`config.mk`:
```
export PLATFORM = sky130hd
export DESIGN_NAME = key_frame_sync
export DESIGN_NICKNAME = d
export VERILOG_FILES = /design/src/verilog/roam_pkg.sv /design/src/verilog/key_frame_sync.sv
export SDC_FILE = /design/constraint.sdc
export NUM_CORES = 1
export LEC_CHECK = 0
export ABC_AREA = 1
export BUFFER_PORTS_ARGS = -buffer_cell sky130_fd_sc_hd__buf_2
export CAP_MARGIN = 10
export CORE_AREA = 2 2 39 41
export CTS_CLUSTER_DIAMETER = 120
export DETAILED_ROUTE_END_ITERATION = 6
export DIE_AREA = 0 0 41 43
export GPL_TIMING_DRIVEN = 0
export MAX_ROUTING_LAYER = met4
export PLACE_DENSITY = 0.5
export SETUP_SLACK_MARGIN = 0.3
export SYNTH_ARGS = -nofsm -noshare
export SYNTH_HDL_FRONTEND = slang
export SYNTH_SLANG_ARGS = --single-unit
export TNS_END_PERCENT = 5
```
`constraint.sdc`:
```
create_clock -name Clk -period 0.8 [get_ports Clk]
set_input_delay 0.12 -clock Clk [delete_from_list [all_inputs] [get_ports Clk]]
set_output_delay 0.12 -clock Clk [all_outputs]
set_load 0.005 [all_outputs]
```
`src/verilog/roam_pkg.sv`:
```
package roam_pkg;

  typedef logic [9:0] coord_t;    // screen coordinate
  typedef logic [5:0] palette_t;
  typedef logic [7:0] key_t;
  typedef logic [2:0] battle_t;   // elite number 0..4
  typedef logic [47:0] art_row_t; // 8 pixels of 6 bits

  typedef enum logic [1:0] {
    DIR_UP    = 2'd0,
    DIR_DOWN  = 2'd1,
    DIR_LEFT  = 2'd2,
    DIR_RIGHT = 2'd3
  } dir_t;

  typedef enum logic [2:0] {
    MOVE_NONE  = 3'd0,
    MOVE_UP    = 3'd1,
    MOVE_DOWN  = 3'd2,
    MOVE_LEFT  = 3'd3,
    MOVE_RIGHT = 3'd4,
    MOVE_ACT   = 3'd5
  } move_t;

  // keyboard scan codes
  localparam key_t KEY_W     = 8'h1A;
  localparam key_t KEY_A     = 8'h04;
  localparam key_t KEY_S     = 8'h16;
  localparam key_t KEY_D     = 8'h07;
  localparam key_t KEY_ENTER = 8'h28;

  localparam coord_t SPRITE_W = 10'd8;
  localparam coord_t SPRITE_H = 10'd8;
  localparam coord_t MAP_TILE = 10'd8; // map repeats this tile

  // first rows of each art block in the ROM
  localparam logic [6:0] MAP_BASE     = 7'd0;
  localparam logic [6:0] TRAINER_BASE = 7'd8;
  localparam logic [6:0] ELITE_BASE   = 7'd40;

endpackage

```
`src/verilog/key_frame_sync.sv`:
```
`timescale 1ns/1ns

module key_frame_sync (
  input  logic            Clk,
  input  logic            rst,
  input  logic            frame_clk,
  input  roam_pkg::key_t  keycode,
  output logic            frame_tick,
  output roam_pkg::move_t move
);

  logic frame_q;  // sampled vsync
  logic frame_qq; // one sample older

  always_ff @(posedge Clk) begin
    if (rst) begin
      frame_q    <= 1'b0;
      frame_qq   <= 1'b0;
      frame_tick <= 1'b0;
    end else begin
      frame_q    <= frame_clk;
      frame_qq   <= frame_q;
      frame_tick <= frame_q & ~frame_qq; // one cycle pulse on the rising edge
    end
  end

  always_comb begin
    case (keycode)
      roam_pkg::KEY_W:     move = roam_pkg::MOVE_UP;
      roam_pkg::KEY_S:     move = roam_pkg::MOVE_DOWN;
      roam_pkg::KEY_A:     move = roam_pkg::MOVE_LEFT;
      roam_pkg::KEY_D:     move = roam_pkg::MOVE_RIGHT;
      roam_pkg::KEY_ENTER: move = roam_pkg::MOVE_ACT;
      default:             move = roam_pkg::MOVE_NONE;
    endcase
  end

endmodule

```
==> results_dict.tcl, run 1 <==
set metrics [dict create \
    drc_errors 0 \
    postRouteAntennaNets 0 \
    final_cell_count_no_fill 73 \
    whs_ps 73.0 \
    firstDrtPassIters 2 \
    die_x_um 41 \
    numPortBuffers 14 \
    fin_nets 69 \
    rows 14 \
    ff2ff_path_depth 2 \
    die_area_um2 1760 \
    cts_tree "yes" \
    grt_max_degree 4 \
    yosysUniqueCellTypes 8 \
    grt_pass1_wl_um 800 \
    io_pins 15 \
    power_density_nw_per_um2 1280 \
    reg2reg_slack_ps 230 \
    min_period_ps 792 \
    final_common_cell "nand2_1" \
    clk_latency_ps 230 \
    min_path_type "in -> reg" \
    area_growth_pct 107 \
    numPlacedInstances 69 \
    crit_required_ps 680 \
    max_freq_ghz 1.26 \
    crit_path_start_kind "primary input" \
    synth_seq_area_share_pct 28.9 \
    synth_top_cell_by_area "dfxtp_1" \
    crit_path_max_fanout 2 \
    cts.sinks 3 \
    p_seq_share_pct 29.2 \
    yosys_warnings 0 \
    post_cts_buffers 0 \
    drive_above_1_share_pct 71.9 \
    dp_hpwl_um 406 \
    arrival_ps 670 \
    dpl_cell_area_um2 330 \
    p_clk_share_pct 48.5 \
    hp-start "rst" \
    cp-end-kind "primary output" \
    drt_iter0_drc 2 \
    finalPower_uw 550 \
    synth_area_leaders "dfxtp_1, nand2_1, inv_1" \
    grt_use_total_pct 7.18 \
    finClkSkew_ps 3.64 \
    globalplace.congestion 0.709 \
    r2r-start "frame_q$_SDFF_PP0_" \
    syn_area_per_cell_um2 5.33 \
    start_util_pct 15.0 \
    cts_root_buf "clkbuf_4" \
    final_cell_mix "nand2_1, buf_2, nand2_2, buf_6, inv_2" \
    final_area_um2 429 \
    worstSetupPathType "in -> out" \
    routed_wl_um 499 \
    synth-seq-cells 3 \
    swShare_pct 26.0 \
    maxCapViolations 0 \
    syn_nets 50 \
    wl_per_cell_um 6.84 \
    die_height_um 43 \
    rsz0062_at_grt "true" \
    cts_buffer_depth 2 \
    ir_drop_mv 0.568 \
    grt_overflow_total 0 \
    cp-startpoint "keycode[0]" \
    grt_pass1_vias 231 \
    p_int_uw 407 \
    setup_violations 0 \
    hold_path_depth 2 \
    power_switching_uw 143 \
    min_period_over_period_pct 98.9 \
    hold_violations 0 \
    yosysTopAreaCellShare_pct 28.9 \
    r2r-end "frame_tick$_SDFF_PP0_" \
    via_count 268 \
    relSlewSlack_pct 92.3 \
    mappedNetlistArea_um2 208 \
    antenna_found_initial 0 \
    via_per_inst 3.67 \
    h-tree-depth 1 \
    tightest_slew_ps 115 \
    synthCells 39 \
    holdPathEnd "frame_tick$_SDFF_PP0_" \
    p_leak_uw 0.000231 \
    path_clk_slew_ps 40 \
    maxSlewViolCount 0 \
    core_area_um2 1380 \
    comb_power_share_pct 22.2 \
    status "finished clean" \
    antenna_cells 0 \
    cts_inserted_buffers 3 \
]
## state kept, by name, summed over array words and instances (netlist names)
| signal | cells |
|---|---|
| frame_q | 1 |
| frame_qq | 1 |
| frame_tick | 1 |
## Yosys cell counts
cell type,instances
nor2_1,7
inv_1,10
nand2_1,15
dfxtp_1,3
nand3_2,1
nand2_2,1
nor3_1,1
nor2_2,1
## power by group through the flow
stage               Sequential [uW]  Clock [uW]  Combinational, uW
global placement                161           0               86.9
CTS                             159         277                120
detailed placement              161           0               88.5
finish                          161         267                122
global route                    162         290                134
floorplan                       161           0               45.2
## critical path: stages
cell and delay, ps:
buf_6 100, inv_4 50, nand2_2 60, nor2_2 110, nand2_2 70, nand3_2 60
buf_2 100
## stage by stage
stage / worst slack (ps) / setup TNS, ps / utilization [%]
final: 8.47 / 0 / 31.0
after CTS: 3.53 / 0 / 30.0
after global routing: -54.6 / -147 / 31.0
after global placement: -77.3 / -187 / 23.9
after detailed placement: -71.5 / -198 / 23.9
after floorplan: 223 / 0 / -
## timing repair
| item | 4_1_cts | 5_1_grt |
|---|---|---|
| cloned | 0 | 0 |
| pin swaps | 11 | 2 |
| hold buffers | 0 | 0 |
| resized for setup | 21 | 5 |
| endpoints found under the setup margin | 5 | 6 |
## worst max path at each step
stage,cells past startpoint,end,slack [ps]
5_1_grt,7,move[2],-50
3_3_place_gp,7,move[2],-80
6_report,7,move[0],8
3_5_place_dp,7,move[2],-70
2_1_floorplan,5,move[2],220
4_1_cts,7,move[0],4
## final cells by class
class,count,area [um2]
fillers,161,955
multi-input cells,26,155
repair buffers,14,108
flip-flops and latches,3,62.6
inverters,10,57.6
clock buffers,4,26.3
well taps,16,20.0
## cells by family after synthesis
group / Yosys count / share of synthesized area [%]
buffers and inverters: 10 / 18.1
flip-flops: 3 / 28.9
AND/OR/NAND/NOR: 26 / 53.0
## layer usage
metal | vias to the layer above | GRT usage [%] | wire [um]
met5 | - | - | 0
met4 | 0 | 2.00 | 0
met3 | 0 | 6.81 | 66
met2 | 11 | 10.6 | 253
met1 | 112 | 6.37 | 179
li1 | 145 | - | -
(Power assumes the default switching activity.)
==> run 2: changes to the inputs <==
==> constraint.sdc (replaced) <==
create_clock -name Clk -period 0.8 [get_ports Clk]
set_input_delay 0.04 -clock Clk [delete_from_list [all_inputs] [get_ports Clk]]
set_output_delay 0.04 -clock Clk [all_outputs]
set_load 0.005 [all_outputs]
==> run 2 against run 1 <==
  * Register-to-register slack gained 40 ps
  * Combinational power decreased by 24%
  * Final area decreased by 13%
  * First-iteration DRC count increased by 50%
  * The flow now finishes with violations (hold timing)
  * Clock power about the same
  * Power decreased by 6.1%
  * Core utilization shrank 4.2 points
  * Highest routed layer unchanged
  * Critical endpoint is now frame_tick
  * Critical path depth down 6
  * Non-clock buffer count stayed put
  * Largest power group unchanged
==> results_dict.tcl, run 2 (synthesized netlist as in run 1, its figures left out) <==
set metrics [dict create \
    crit_path_max_fanout 1 \
    grt_max_degree 4 \
    rsz0062_at_grt "true" \
    fin_nets 69 \
    numPortBuffers 14 \
    p_int_uw 386 \
    wl_per_cell_um 6.52 \
    min_period_ps 682 \
    path_delay_family "flip-flops" \
    final_cell_count_no_fill 73 \
    antenna_found_initial 0 \
    drive_above_1_share_pct 64.9 \
    cts.sinks 3 \
    max_freq_ghz 1.47 \
    numPlacedInstances 69 \
    crit_required_ps 760 \
    drc_errors 0 \
    drt_iter0_drc 3 \
    dp_hpwl_um 391 \
    min_period_over_period_pct 85.2 \
    final_common_cell "buf_2" \
    arrival_ps 640 \
    grt_pass1_vias 251 \
    grt_pass1_wl_um 731 \
    tns_ps 0 \
    path_clk_slew_ps 40 \
    maxCapViolations 0 \
    die_area_um2 1760 \
    via_count 271 \
    comb_power_share_pct 18.0 \
    multi_input_area_um2 150 \
    cp_slowest_stage_delay_ps 310 \
    die_x_um 41 \
    hold_path_depth 2 \
    cts_inserted_buffers 3 \
    globalplace.congestion 0.608 \
    power_density_nw_per_um2 1390 \
    core_area_um2 1380 \
    worstSetupPathType "reg -> out" \
    firstDrtPassIters 2 \
    start_util_pct 15.0 \
    cts_root_buf "clkbuf_4" \
    area.sequential_um2 61.3 \
    cts_buffer_depth 2 \
    via_per_inst 3.71 \
    cp-end-kind "primary output" \
    path_buf_inv 1 \
    nFillCells 167 \
    post_cts_buffers 0 \
    hp-start "rst" \
    finalPower_uw 517 \
    maxSlewViolCount 0 \
    p_leak_uw 0.000219 \
    routed_wl_um 476 \
    r2r-start "frame_q$_SDFF_PP0_" \
    cp_slowest_cell "dfxtp_2" \
    tightest_slew_ps 124 \
    crit_path_start_kind "flop" \
    antenna_cells 0 \
    grt_use_total_pct 6.55 \
    largest_registers "frame_q x1, frame_qq x1, frame_tick x1" \
    p_clk_share_pct 51.2 \
    die_height_um 43 \
    cts_tree "yes" \
    finClkSkew_ps 4.17 \
    grt_overflow_total 0 \
    status "finished with violations" \
    violations "hold timing" \
    postRouteAntennaNets 0 \
    clk_latency_ps 230 \
    cp-startpoint "frame_tick$_SDFF_PP0_" \
    path_depth 1 \
    whs_ps -9.42 \
    setup_violations 0 \
    p_seq_share_pct 30.9 \
    rows 14 \
    min_path_type "in -> reg" \
    io_pins 15 \
    relSlewSlack_pct 91.7 \
    swShare_pct 25.4 \
    ir_drop_mv 0.218 \
    area_growth_pct 78.9 \
    power_switching_uw 131 \
    h-tree-depth 1 \
    ff2ff_path_depth 2 \
    path_cells "buf_6" \
    hold_violations 2 \
    final_cell_mix "buf_2, nand2_1, inv_2, nand2_2, inv_1" \
]
[run 2: routing by layer]
layer  global-route usage [%]  part of all wire (%)
met1                     4.11                    37
met2                     10.9                    54
met3                     2.09                   9.0
met4                     8.00                     0
met5                        -                     0
[run 2: worst register-to-register path, stage by stage, from the launching register on]
cell and delay (ps):
dfxtp_1 300, inv_1 40, nor3_1 100
[run 2: per-stage QoR]
| stage | cell area, um2 | setup WS (ps) | util (%) |
|---|---|---|---|
| floorplan | 208 | 305 | - |
| global placement | 298 | 116 | 21.5 |
| detailed placement | 298 | 92.1 | 21.5 |
| CTS | 334 | 110 | 24.1 |
| global route | 372 | 83.7 | 26.9 |
| finish | 372 | 118 | 26.9 |
[run 2: layout make-up]
type                       instances  area share (%)
clock buffer                       4            7.07
inverter                          10            10.1
sequential                         3            16.5
tap                               16            5.39
multi-input combinational         26            40.4
timing repair buffer              14            20.5
[run 2: power groups by stage]
stage,combinational [uW],sequential [uW],clock (uW)
2_1_floorplan,31.8,161,0
3_3_place_gp,66.2,161,0
3_5_place_dp,67.8,161,0
4_1_cts,73.1,159,284
5_1_grt,104,160,308
6_report,93.0,159,264
[run 2: final timing paths]
path	end	slack, ps
worst min-delay path	frame_tick$_SDFF_PP0_	-9
worst max register to register	frame_tick$_SDFF_PP0_	270
worst max-delay path	frame_tick	120
worst min register to register	frame_tick$_SDFF_PP0_	370
[run 2: what timing repair did]
action / 4_1_cts / 5_1_grt
resized for setup: 3 / 18
gates cloned: 0 / 0
setup endpoints to repair: 6 / 6
hold endpoints to repair: 3 / 3
pin swaps: 1 / 10
==> run 3: changes to the inputs <==
- CTS_BUF_LIST: not set -> sky130_fd_sc_hd__clkbuf_4 sky130_fd_sc_hd__clkbuf_8
- GPL_ROUTABILITY_DRIVEN: not set -> 0
==> run 3 against run 2 <==
  * The flow still finishes with violations (hold timing)
  * Final area fell by 0.34%
  * Global-route usage rose by 0.31 points
  * Flip-flop and latch count did not move
  * Non-clock buffer count did not move
  * Register-to-register slack barely moved
  * Core utilization fell by 0.090 points
  * Cell count did not move
==> results_dict.tcl, run 3 (synthesized netlist as in run 1, its figures left out) <==
set metrics [dict create \
    via_per_inst 3.75 \
    top_layer "met3" \
    path_cells "buf_6" \
    routed_wl_um 486 \
    via_count 274 \
    antenna_cells 0 \
    rows 14 \
    relSlewSlack_pct 91.7 \
    io_pins 15 \
    cp-end-kind "primary output" \
    arrival_ps 640 \
    crit_required_ps 760 \
    cts_tree "yes" \
    maxSlewViolCount 0 \
    die_x_um 41 \
    area_growth_pct 78.3 \
    ir_drop_mv 0.218 \
    cts_root_buf "clkbuf_4" \
    grt_use_total_pct 6.86 \
    tightest_slew_ps 124 \
    p_leak_uw 0.000221 \
    firstDrtPassIters 2 \
    path_buf_inv 1 \
    cts_inserted_buffers 3 \
    status "finished with violations" \
    wl_per_cell_um 6.66 \
    core_area_um2 1380 \
    antenna_found_initial 0 \
    hold_violations 2 \
    tns_ps 0 \
    nFillCells 165 \
    dp_hpwl_um 391 \
    drt_iter0_drc 3 \
    final_cell_mix "buf_2, nand2_1, inv_1, nand2_2, clkbuf_4" \
    die_area_um2 1760 \
    dr_wl_met3_um 37 \
    whs_ps -10.1 \
    final_common_cell "buf_2" \
    clk_latency_ps 230 \
    cp_slowest_stage_delay_ps 310 \
    power_density_nw_per_um2 1480 \
    grt_overflow_total 0 \
    min_period_ps 682 \
    start_util_pct 15.0 \
    worstSetupPathType "reg -> out" \
    drive_above_1_share_pct 61.4 \
    max_freq_ghz 1.47 \
    grt_pass1_vias 250 \
    postRouteAntennaNets 0 \
    path_delay_family "flip-flops" \
    finalPower_uw 547 \
    maxCapViolations 0 \
    cts.sinks 3 \
    rsz0062_at_grt "true" \
    min_period_over_period_pct 85.3 \
    setup_violations 0 \
    cp_slowest_cell "dfxtp_2" \
    crit_path_start_kind "flop" \
    routedLengthMet1_um 181 \
    numPortBuffers 14 \
    die_height_um 43 \
    fin_nets 69 \
    grt_max_degree 4 \
    finClkSkew_ps 3.97 \
    cts_buffer_depth 2 \
    largest_registers "frame_q x1, frame_qq x1, frame_tick x1" \
    violations "hold timing" \
    crit_path_max_fanout 1 \
    min_path_type "in -> reg" \
    h-tree-depth 1 \
    drc_errors 0 \
    path_clk_slew_ps 40 \
    dr_wl_met2_um 267 \
    grt_pass1_wl_um 738 \
]
==> run 3: cell types whose count changed in the layout (fill, tap and decap cells not counted) <==
cell      before  now
inv_1          4    7
clkbuf_4       3    4
nand2_4        1    0
clkbuf_1       1    0
nand2_2        6    7
inv_2          6    3
==> run 3: path summary, 6_finish.rpt <==
kind	start	endpoint	slack, ps	depth (start not counted)
worst min-delay path	rst	frame_tick$_SDFF_PP0_	-10	2
worst max-delay path	frame_tick$_SDFF_PP0_	frame_tick	120	1
worst max register to register	frame_q$_SDFF_PP0_	frame_tick$_SDFF_PP0_	270	2
worst min register to register	frame_qq$_SDFF_PP0_	frame_tick$_SDFF_PP0_	370	1
==> run 3: metal layers <==
metal / vias to the layer above / GRT usage, %
li1: 146 / -
met1: 117 / 4.43
met2: 11 / 10.9
met3: 0 / 1.57
met4: 0 / 10.0
met5: - / -
==> run 3: layout make-up <==
type,count,area [um2],area share [%]
Tap cell,16,20.0,5.41
Clock buffer,4,30.0,8.11
Inverter,10,37.5,10.1
Timing Repair Buffer,14,76.3,20.6
Sequential cell,3,61.3,16.6
Multi-Input combinational cell,26,145,39.2
==> run 3: metrics by stage <==
stage / setup WS, ps / cells / util (%) / hold WS [ps] / cell area [um2]
2_1_floorplan: 305 / 39 / - / 111 / 208
4_1_cts: 109 / 73 / 24.4 / -19.1 / 338
3_5_place_dp: 92.1 / 69 / 21.5 / 237 / 298
3_3_place_gp: 116 / 69 / 21.5 / 232 / 298
5_1_grt: 78.7 / 73 / 26.8 / -19.3 / 370
6_report: 118 / 73 / 26.8 / -10.1 / 370
==> run 3: power breakdown <==
group	switching, uW	total [uW]	internal, uW
Combinational	48.7	88.4	39.6
Clock	78.6	299	221
Sequential	1.95	159	158
Total	129	547	418
==> run 3: timing repair <==
item | CTS | global route
setup endpoints to repair | 6 | 6
endpoints found under the hold margin | 3 | 3
setup buffers | 0 | 0
resized for setup | 3 | 14
pin swaps | 1 | 7
