File: config.mk
export PLATFORM = sky130hd
export DESIGN_NAME = trainer_motion
export DESIGN_NICKNAME = d
export VERILOG_FILES = /design/src/verilog/roam_pkg.sv /design/src/verilog/trainer_motion.sv
export SDC_FILE = /design/constraint.sdc
export NUM_CORES = 1
export LEC_CHECK = 0
export ABC_CLOCK_PERIOD_IN_PS = 6600
export BUFFER_PORTS_ARGS = -buffer_cell sky130_fd_sc_hd__clkbuf_2
export CORE_MARGIN = 5
export CORE_UTILIZATION = 50
export CTS_BUF_LIST = sky130_fd_sc_hd__clkbuf_4 sky130_fd_sc_hd__clkbuf_8
export DETAILED_ROUTE_END_ITERATION = 8
export GPL_TIMING_DRIVEN = 0
export HOLD_SLACK_MARGIN = 0.05
export PLACE_DENSITY = 0.73
export SLEW_MARGIN = 20
export SYNTH_ARGS = -nofsm -noshare
export SYNTH_HDL_FRONTEND = slang
export SYNTH_SLANG_ARGS = --single-unit
File: constraint.sdc
create_clock -name Clk -period 6.6 [get_ports Clk]
set_input_delay 0.99 -clock Clk [delete_from_list [all_inputs] [get_ports Clk]]
set_output_delay 0.99 -clock Clk [all_outputs]
set_load 0.005 [all_outputs]
File: src/verilog/roam_pkg.sv
package roam_pkg;

  typedef logic [9:0] coord_t;    // screen coordinate
  typedef logic [5:0] palette_t;
  typedef logic [7:0] key_t;
  typedef logic [2:0] battle_t;   // elite number 0..4
  typedef logic [47:0] art_row_t; // 8 pixels of 6 bits

  typedef enum logic [1:0] {
    DIR_UP    = 2'd0,
    DIR_DOWN  = 2'd1,
    DIR_LEFT  = 2'd2,
    DIR_RIGHT = 2'd3
  } dir_t;

  typedef enum logic [2:0] {
    MOVE_NONE  = 3'd0,
    MOVE_UP    = 3'd1,
    MOVE_DOWN  = 3'd2,
    MOVE_LEFT  = 3'd3,
    MOVE_RIGHT = 3'd4,
    MOVE_ACT   = 3'd5
  } move_t;

  // keyboard scan codes
  localparam key_t KEY_W     = 8'h1A;
  localparam key_t KEY_A     = 8'h04;
  localparam key_t KEY_S     = 8'h16;
  localparam key_t KEY_D     = 8'h07;
  localparam key_t KEY_ENTER = 8'h28;

  localparam coord_t SPRITE_W = 10'd8;
  localparam coord_t SPRITE_H = 10'd8;
  localparam coord_t MAP_TILE = 10'd8; // map repeats this tile

  // first rows of each art block in the ROM
  localparam logic [6:0] MAP_BASE     = 7'd0;
  localparam logic [6:0] TRAINER_BASE = 7'd8;
  localparam logic [6:0] ELITE_BASE   = 7'd40;

endpackage

File: src/verilog/trainer_motion.sv
`timescale 1ns/1ns

module trainer_motion #(
  parameter roam_pkg::coord_t MAP_X   = 10'd300,
  parameter roam_pkg::coord_t MAP_Y   = 10'd100,
  parameter roam_pkg::coord_t MAP_W   = 10'd192,
  parameter roam_pkg::coord_t MAP_H   = 10'd255,
  parameter roam_pkg::coord_t ENEMY_X = 10'd389,
  parameter roam_pkg::coord_t ENEMY_Y = 10'd212,
  parameter roam_pkg::coord_t START_X = 10'd387,
  parameter roam_pkg::coord_t START_Y = 10'd336,
  parameter roam_pkg::coord_t STEP    = 10'd1
) (
  input  logic             Clk,
  input  logic             rst,
  input  logic             is_roam,
  input  logic             frame_tick,
  input  roam_pkg::move_t  move,
  output roam_pkg::coord_t trainer_x,
  output roam_pkg::coord_t trainer_y,
  output roam_pkg::dir_t   trainer_dir,
  output logic             start_battle
);

  localparam roam_pkg::coord_t SW = roam_pkg::SPRITE_W;
  localparam roam_pkg::coord_t SH = roam_pkg::SPRITE_H;

  roam_pkg::dir_t   want_dir;
  logic             dir_cmd;
  logic             blocked;
  logic             lat_x; // within 3 px sideways
  logic             lat_y;
  logic             adjacent;
  roam_pkg::coord_t x_next;
  roam_pkg::coord_t y_next;
  roam_pkg::dir_t   dir_next;

  // trainer box at (ax, ay) against the enemy box
  function automatic logic hits_enemy(input roam_pkg::coord_t ax, input roam_pkg::coord_t ay);
    hits_enemy = !((ax > ENEMY_X + SW - 10'd1) || (ax + SW - 10'd1 < ENEMY_X) ||
                   (ay > ENEMY_Y + SH - 10'd1) || (ay + SH - 10'd1 < ENEMY_Y));
  endfunction

  always_comb begin
    dir_cmd  = 1'b1;
    want_dir = trainer_dir;
    case (move)
      roam_pkg::MOVE_UP:    want_dir = roam_pkg::DIR_UP;
      roam_pkg::MOVE_DOWN:  want_dir = roam_pkg::DIR_DOWN;
      roam_pkg::MOVE_LEFT:  want_dir = roam_pkg::DIR_LEFT;
      roam_pkg::MOVE_RIGHT: want_dir = roam_pkg::DIR_RIGHT;
      default:              dir_cmd = 1'b0;
    endcase
  end

  // border limits and a one pixel probe into the enemy box
  always_comb begin
    case (want_dir)
      roam_pkg::DIR_UP:
        blocked = (trainer_y <= MAP_Y + 10'd25) || hits_enemy(trainer_x, trainer_y - 10'd1);
      roam_pkg::DIR_DOWN:
        blocked = (trainer_y >= MAP_Y + MAP_H - 10'd1 - SH) ||
                  hits_enemy(trainer_x, trainer_y + 10'd1);
      roam_pkg::DIR_LEFT:
        blocked = (trainer_x <= MAP_X) || hits_enemy(trainer_x - 10'd1, trainer_y);
      default:
        blocked = (trainer_x >= MAP_X + MAP_W - 10'd1 - SW) ||
                  hits_enemy(trainer_x + 10'd1, trainer_y);
    endcase
  end

  always_comb begin
    x_next   = trainer_x;
    y_next   = trainer_y;
    dir_next = trainer_dir;
    if (frame_tick && dir_cmd) begin
      if (trainer_dir != want_dir) begin
        dir_next = want_dir; // turn only
      end else if (!blocked) begin
        case (want_dir)
          roam_pkg::DIR_UP:   y_next = trainer_y - STEP;
          roam_pkg::DIR_DOWN: y_next = trainer_y + STEP;
          roam_pkg::DIR_LEFT: x_next = trainer_x - STEP;
          default:            x_next = trainer_x + STEP;
        endcase
      end
    end
  end

  always_ff @(posedge Clk) begin
    if (rst || !is_roam) begin
      trainer_x   <= START_X;
      trainer_y   <= START_Y;
      trainer_dir <= roam_pkg::DIR_UP;
    end else begin
      trainer_x   <= x_next;
      trainer_y   <= y_next;
      trainer_dir <= dir_next;
    end
  end

  // facing side must sit 0..3 px from the enemy edge
  always_comb begin
    lat_x = (trainer_x + 10'd3 >= ENEMY_X) && (trainer_x <= ENEMY_X + 10'd3);
    lat_y = (trainer_y + 10'd3 >= ENEMY_Y) && (trainer_y <= ENEMY_Y + 10'd3);
    case (trainer_dir)
      roam_pkg::DIR_UP:
        adjacent = lat_x && (trainer_y >= ENEMY_Y + SH) && (trainer_y <= ENEMY_Y + SH + 10'd3);
      roam_pkg::DIR_DOWN:
        adjacent = lat_x && (trainer_y + SH <= ENEMY_Y) && (trainer_y + SH + 10'd3 >= ENEMY_Y);
      roam_pkg::DIR_LEFT:
        adjacent = lat_y && (trainer_x >= ENEMY_X + SW) && (trainer_x <= ENEMY_X + SW + 10'd3);
      default:
        adjacent = lat_y && (trainer_x + SW <= ENEMY_X) && (trainer_x + SW + 10'd3 >= ENEMY_X);
    endcase
  end

  assign start_battle = is_roam && (move == roam_pkg::MOVE_ACT) && adjacent;

endmodule

==> results.toml, run 1 <==
[cells_and_area]
fin_util = 0.554
instances_no_fill = 859
diodes = 0
area_growth_pct = 7.56
nNetsFinal = 762
drive_above_1_share = 0.119
final_cell_mix = "nor2_1 (49), nand2_1 (47), a21oi_1 (44)"
fillers = 927
final_common_cell = "nor2_1"

[floorplanning]
coreArea_sq_um = 9280
die_h_microns = 108
die-area_sq_um = 11600
rows = 35
io_pins = 30
die_w_microns = 108
initial_core_util = 0.515

[yosys]
synth-seq-cells = 22
syn_area_sq_um = 4780
async_flop_share = 0
synth.distinct_cells = 83
yosys_most_used_dff = "dfxtp_1"
yosys_warnings = 0
syn-instance-count = 697
ys_seq_area_frac = 0.0921
syn_avg_cell_area_sq_um = 6.86
syn_nets = 728
synth-edff-count = 0

[critical_path]
cp_top_family = "buffers and inverters"
path_depth = 15
r2r_cells = 14
start_kind = "flip-flop"
cp-startpoint = "trainer_x[0]"
cp_max_fo = 10
crit_arrival_ns = 3.98
crit_type = "reg -> out"
cp-endpoint = "start_battle"
end_kind = "primary output"
r2r_start = "trainer_y[4]"
critPathBufInv = 6
critical_path_required_ns = 5.61
critPathMaxStageDelay_ns = 0.44
r2r_end = "trainer_x[6]"
crit_path_cell_trace = "buf_2 -> buf_4 -> inv_1 -> ha_1 -> clkbuf_1 -> inv_1 -> nand2_1 -> o2111ai_1 -> nor3_1 -> a21oi_1 -> a221oi_1 -> a41oi_1 -> a311o_1 -> a21oi_1 -> clkbuf_2"
slowest_stage = "clkbuf_1"
r2r_slack_ns = 1.65

[clock_tree]
cts_max_path_buffers = 2
hold_buffers = 0
tritoncts = "built"
cts-resized-gates = 0
numCtsBuffers = 3
cts_root_buf = "clkbuf_8"
clock_latency_ns = 0.27
cts.clk_slew.worst_paths_ns = 0.08
htreeDepth = 1
cts.sinks = 22
cts_setup_buffers = 0

[sta]
finalCritPeriodShare = 0.754
final.setup.worst_slack_ns = 1.63
worst_pin_slew_ns = 0.835
fmax_ghz = 0.201
slew_violations = 0
max-slew-margin-rel = 0.442
period_needed_ns = 4.97
clock_skew_ns = 0.00689
setup_viol = 0
rsz0062_at_grt = "no"
setup_tns_ns = 0
final-hold-violation-count = 0

[power]
leakagePower_nw = 1.83
power.density_nw_per_um2 = 67.4
peakVddDrop_mv = 0.0730
finalPower_uw = 347

[placement]
placed_cells = 855
port_buffers = 29
hpwl_microns = 13800
place_ws_ns = 1.96
place.gp.congestion = 0.994

[detailed_routing]
vias = 5954
ant_nets = 0
drc = 0
drt_iter0_drc = 743
wire_per_inst_microns = 20.7
routed_wl_microns = 17800
dr.pass1.iters = 5
viasPerCell = 6.93

[global_routing]
grt_pass1_vias = 5261
grt_pass1_wl_microns = 28000
grt_usage = 0.298
grt_max_degree = 13
overflow = 0
antenna_found_initial = 1

[hold_path]
hp-class = "reg -> reg"

[run_status]
status = "complete, no violations"

[flow_run]
max_cap_violations = 0
flip-flops by register name, summed over array words and instances (netlist names):
signal	count
trainer_dir	2
trainer_y	10
trainer_x	10
tightest hold or removal path: stages, from the launching register on:
cell and delay, ns:
dfxtp_1 0.31, buf_2 0.18, nand2_1 0.08, a221oi_1 0.09
final cells by class:
class                           instances  area, sq um  area share
Multi-Input combinational cell        581         3920       0.763
Sequential cell                        22          440      0.0856
Buffer                                 67          315      0.0613
Tap cell                              129          161      0.0314
Timing Repair Buffer                   29          145      0.0282
Inverter                               27          101      0.0197
Clock buffer                            4         55.1      0.0107
per-layer routing:
metal | global-route usage | up-vias | wire (microns)
li1 | - | 2707 | -
met5 | 0 | - | 13
met2 | 0.412 | 424 | 7260
met3 | 0.0702 | 35 | 2330
met4 | 0.0478 | 2 | 254
met1 | 0.467 | 2786 | 7920
worst min path at each step:
stage / cells after the start / end / from
4_1_cts: 3 / trainer_dir[0] / trainer_dir[0]
6_report: 3 / trainer_dir[0] / trainer_dir[0]
3_3_place_gp: 3 / trainer_dir[0] / trainer_dir[0]
5_1_grt: 3 / trainer_dir[0] / trainer_dir[0]
2_1_floorplan: 3 / trainer_dir[0] / trainer_dir[0]
3_5_place_dp: 3 / trainer_dir[0] / trainer_dir[0]
cell usage after synthesis, types with 11 or more instances:
cell type,number,area (sq um)
o31ai_1,17,128
a21oi_1,44,220
inv_1,26,97.6
nand3_1,37,185
a31oi_1,17,106
nor2_1,49,184
xnor2_1,32,280
buf_2,24,120
nand2_1,47,176
nor3_1,25,125
or4_1,11,82.6
clkbuf_1,29,109
o211ai_1,14,105
dfxtp_1,22,440
nand2b_1,13,81.3
o21ai_0,38,190
nand4_1,12,75.1
nor4_1,12,75.1
or3_1,12,75.1
ha_1,24,300
report_power, final:
| group | switching [mW] | internal, mW |
|---|---|---|
| clock network | 0.0452 | 0.0533 |
| logic | 0.0745 | 0.0374 |
| registers | 0.00242 | 0.134 |
metrics by stage:
step | cell area (sq um) | hold slack (ns)
6_report | 5140 | 0.723
5_1_grt | 5140 | 0.743
4_1_cts | 5140 | 0.720
3_5_place_dp | 5090 | 0.707
3_3_place_gp | 5090 | 0.680
2_1_floorplan | 4780 | 0.625
logic make-up after synthesis:
logic type	Yosys count	share of synthesized area
muxes	14	0.0306
adders and majority gates	25	0.0649
AOI/OAI and AO/OA	231	0.343
buffers and inverters	94	0.0871
DFF	22	0.0921
xor gates and xnor gates	42	0.0769
and+or+nand+nor	269	0.305
(Power assumes the default switching activity.)
==> inputs of run 2 (changes only) <==
--- a/config.mk
+++ b/config.mk
@@ -5,7 +5,8 @@
 export SDC_FILE = /design/constraint.sdc
 export NUM_CORES = 1
 export LEC_CHECK = 0
-export ABC_CLOCK_PERIOD_IN_PS = 6600
+export ABC_AREA = 1
+export ABC_CLOCK_PERIOD_IN_PS = 5200
 export BUFFER_PORTS_ARGS = -buffer_cell sky130_fd_sc_hd__clkbuf_2
 export CORE_MARGIN = 5
 export CORE_UTILIZATION = 50
==> constraint.sdc (replaced) <==
create_clock -name Clk -period 5.2 [get_ports Clk]
set_input_delay 0.78 -clock Clk [delete_from_list [all_inputs] [get_ports Clk]]
set_output_delay 0.78 -clock Clk [all_outputs]
set_load 0.005 [all_outputs]
==> results.toml, run 2 <==
[clock_tree]
clock_latency_ns = 0.27
numCtsBuffers = 3
cts.clk_slew.worst_paths_ns = 0.09
hold_buffers = 0
tritoncts = "built"
cts_max_path_buffers = 2
cts-resized-gates = 0
cts_root_buf = "clkbuf_8"
htreeDepth = 1
cts_setup_buffers = 0
cts.sinks = 22

[critical_path]
start_kind = "flip-flop"
r2r_start = "trainer_x[4]"
crit_arrival_ns = 3.08
end_kind = "primary output"
critical_path_required_ns = 4.42
cp-startpoint = "trainer_x[1]"
crit_type = "reg -> out"
cp_max_fo = 11

[sta]
max-slew-margin-rel = 0.543
period_needed_ns = 3.86
setup_tns_ns = 0
clock_skew_ns = 0.00726
finalCritPeriodShare = 0.741
slew_violations = 0
final-hold-violation-count = 0
setup_viol = 0
rsz0062_at_grt = "no"
worst_pin_slew_ns = 0.679
fmax_ghz = 0.259

[floorplanning]
rows = 33
coreArea_sq_um = 8220
die_w_microns = 102
initial_core_util = 0.512
die_h_microns = 102
die-area_sq_um = 10400
io_pins = 30

[yosys]
yosysMostFrequentCell = "nand2_1"
yosys_most_used_dff = "dfxtp_1"
yosys.area.top_type = "nand2_1"
yosysTopAreaCellShare = 0.232
syn_area_sq_um = 4210
syn_nets = 827
async_flop_share = 0
synth.distinct_cells = 45
syn_avg_cell_area_sq_um = 5.29
synth_area_leaders = "nand2_1 (23%), dfxtp_1 (10%), nor2_1 (9.9%)"
synth-edff-count = 0
ys_top_cells_by_count = "nand2_1 (260), nor2_1 (111), inv_1 (80)"
yosys_warnings = 0
synth-seq-cells = 22
ys_seq_area_frac = 0.105
syn-instance-count = 796

[cells_and_area]
final_cell_mix = "nand2_1 (260), nor2_1 (111), inv_1 (80)"
area_growth_pct = 8.26
top_regs = "trainer_x: 10 flops, trainer_y: 10 flops, trainer_dir: 2 flops"
diodes = 0
ff_latch_area_sq_um = 440
fillers = 864
final_common_cell = "nand2_1"
nNetsFinal = 861
multiInputGateArea_sq_um = 3280
instances_no_fill = 934
final_area_sq_um = 4560
drive_above_1_share = 0.103

[placement]
placed_cells = 930
placed_area_sq_um = 4490
port_buffers = 29
place.gp.congestion = 0.973
hpwl_microns = 11500

[detailed_routing]
dr.pass1.iters = 6
drt_iter0_drc = 358
viasPerCell = 5.68
wire_per_inst_microns = 15.3
vias = 5308
drc = 0
routed_wl_microns = 14300
ant_nets = 0

[global_routing]
grt_pass1_vias = 4878
overflow = 0
grt_max_degree = 14
grt_usage = 0.280
antenna_found_initial = 0
grt_pass1_wl_microns = 23400

[flow_run]
max_cap_violations = 0

[power]
p_sw_uw = 178
power_frac_comb = 0.323
power.density_nw_per_um2 = 111
p_int_uw = 327
switching_share = 0.353
seqPwrFrac = 0.351
leakagePower_nw = 2.34
peakVddDrop_mv = 0.103
pwr-share-clk = 0.326

[hold_path]
hold_start = "trainer_dir[0]"
hp-class = "reg -> reg"

[run_status]
status = "complete, no violations"
run 2: changes by cell type after synthesis, moves of 19 or more:
cell,change
xnor2_1,-30
nor2_1,+62
clkbuf_1,-22
nand3_1,+40
nand2_1,+213
inv_1,+54
a21oi_1,-19
run 2: critical path: stages (launching register included):
cell,delay [ns]
dfxtp_1,0.64
inv_1,0.20
ha_1,0.26
inv_1,0.11
nand2_1,0.12
nand2_1,0.23
nor2_1,0.09
nor3_1,0.20
nand2_1,0.10
inv_1,0.07
nand2_1,0.06
a21oi_1,0.13
nor2_1,0.05
o21ai_0,0.19
nand2_1,0.07
nand3_1,0.07
a21oi_1,0.09
clkbuf_2,0.12
run 2: worst paths after layout:
path                                       end  slack, ns  cells past startpoint
worst max-delay path              start_battle       1.34                     17
worst min register to register  trainer_dir[0]       0.59                      2
worst max register to register    trainer_y[9]       1.82                     22
worst min-delay path            trainer_dir[0]       0.59                      2
run 2: stage by stage:
stage	worst slack, ns	power (mW)	utilization	hold slack (ns)
final	1.34	0.505	0.555	0.586
after CTS	1.31	0.501	0.555	0.590
after global placement	1.69	0.338	0.546	0.566
after detailed placement	1.62	0.340	0.546	0.575
after floorplan	2.40	0.299	-	0.523
after global routing	0.998	0.531	0.555	0.636
run 2: area by class of cell:
| class | count | area share |
|---|---|---|
| Buffer | 24 | 0.0313 |
| Clock buffer | 3 | 0.00906 |
| Clock inverter | 1 | 0.00659 |
| Inverter | 92 | 0.0758 |
| Multi-Input combinational cell | 658 | 0.720 |
| Sequential cell | 22 | 0.0967 |
| Tap cell | 105 | 0.0288 |
| Timing Repair Buffer | 29 | 0.0319 |
run 2: logic make-up (layout without fill, tap and decap cells):
kind of cell    after synthesis  in the layout  synth area share
fa+ha+maj                    24             24            0.0713
compound gates              105            105             0.143
buf+inv                     116            149             0.116
xor+xnor                     26             26            0.0541
mux                           1              1           0.00238
simple gates                502            502             0.509
flops                        22             22             0.105
run 2: metal layers:
| metal | vias to the layer above | track usage | wire length, microns |
|---|---|---|---|
| met3 | 59 | 0.0227 | 971 |
| met5 | - | 0 | 0 |
| met4 | 0 | 0.116 | 643 |
| met1 | 2384 | 0.354 | 6010 |
| li1 | 2627 | - | - |
| met2 | 238 | 0.489 | 6710 |
run 2: power by group through the flow:
stage               Sequential, mW  Clock, mW  Combinational, mW
global route                 0.178      0.172              0.182
floorplan                    0.179          0              0.119
finish                       0.177      0.165              0.163
global placement             0.181          0              0.157
CTS                          0.177      0.164              0.160
detailed placement           0.181          0              0.159
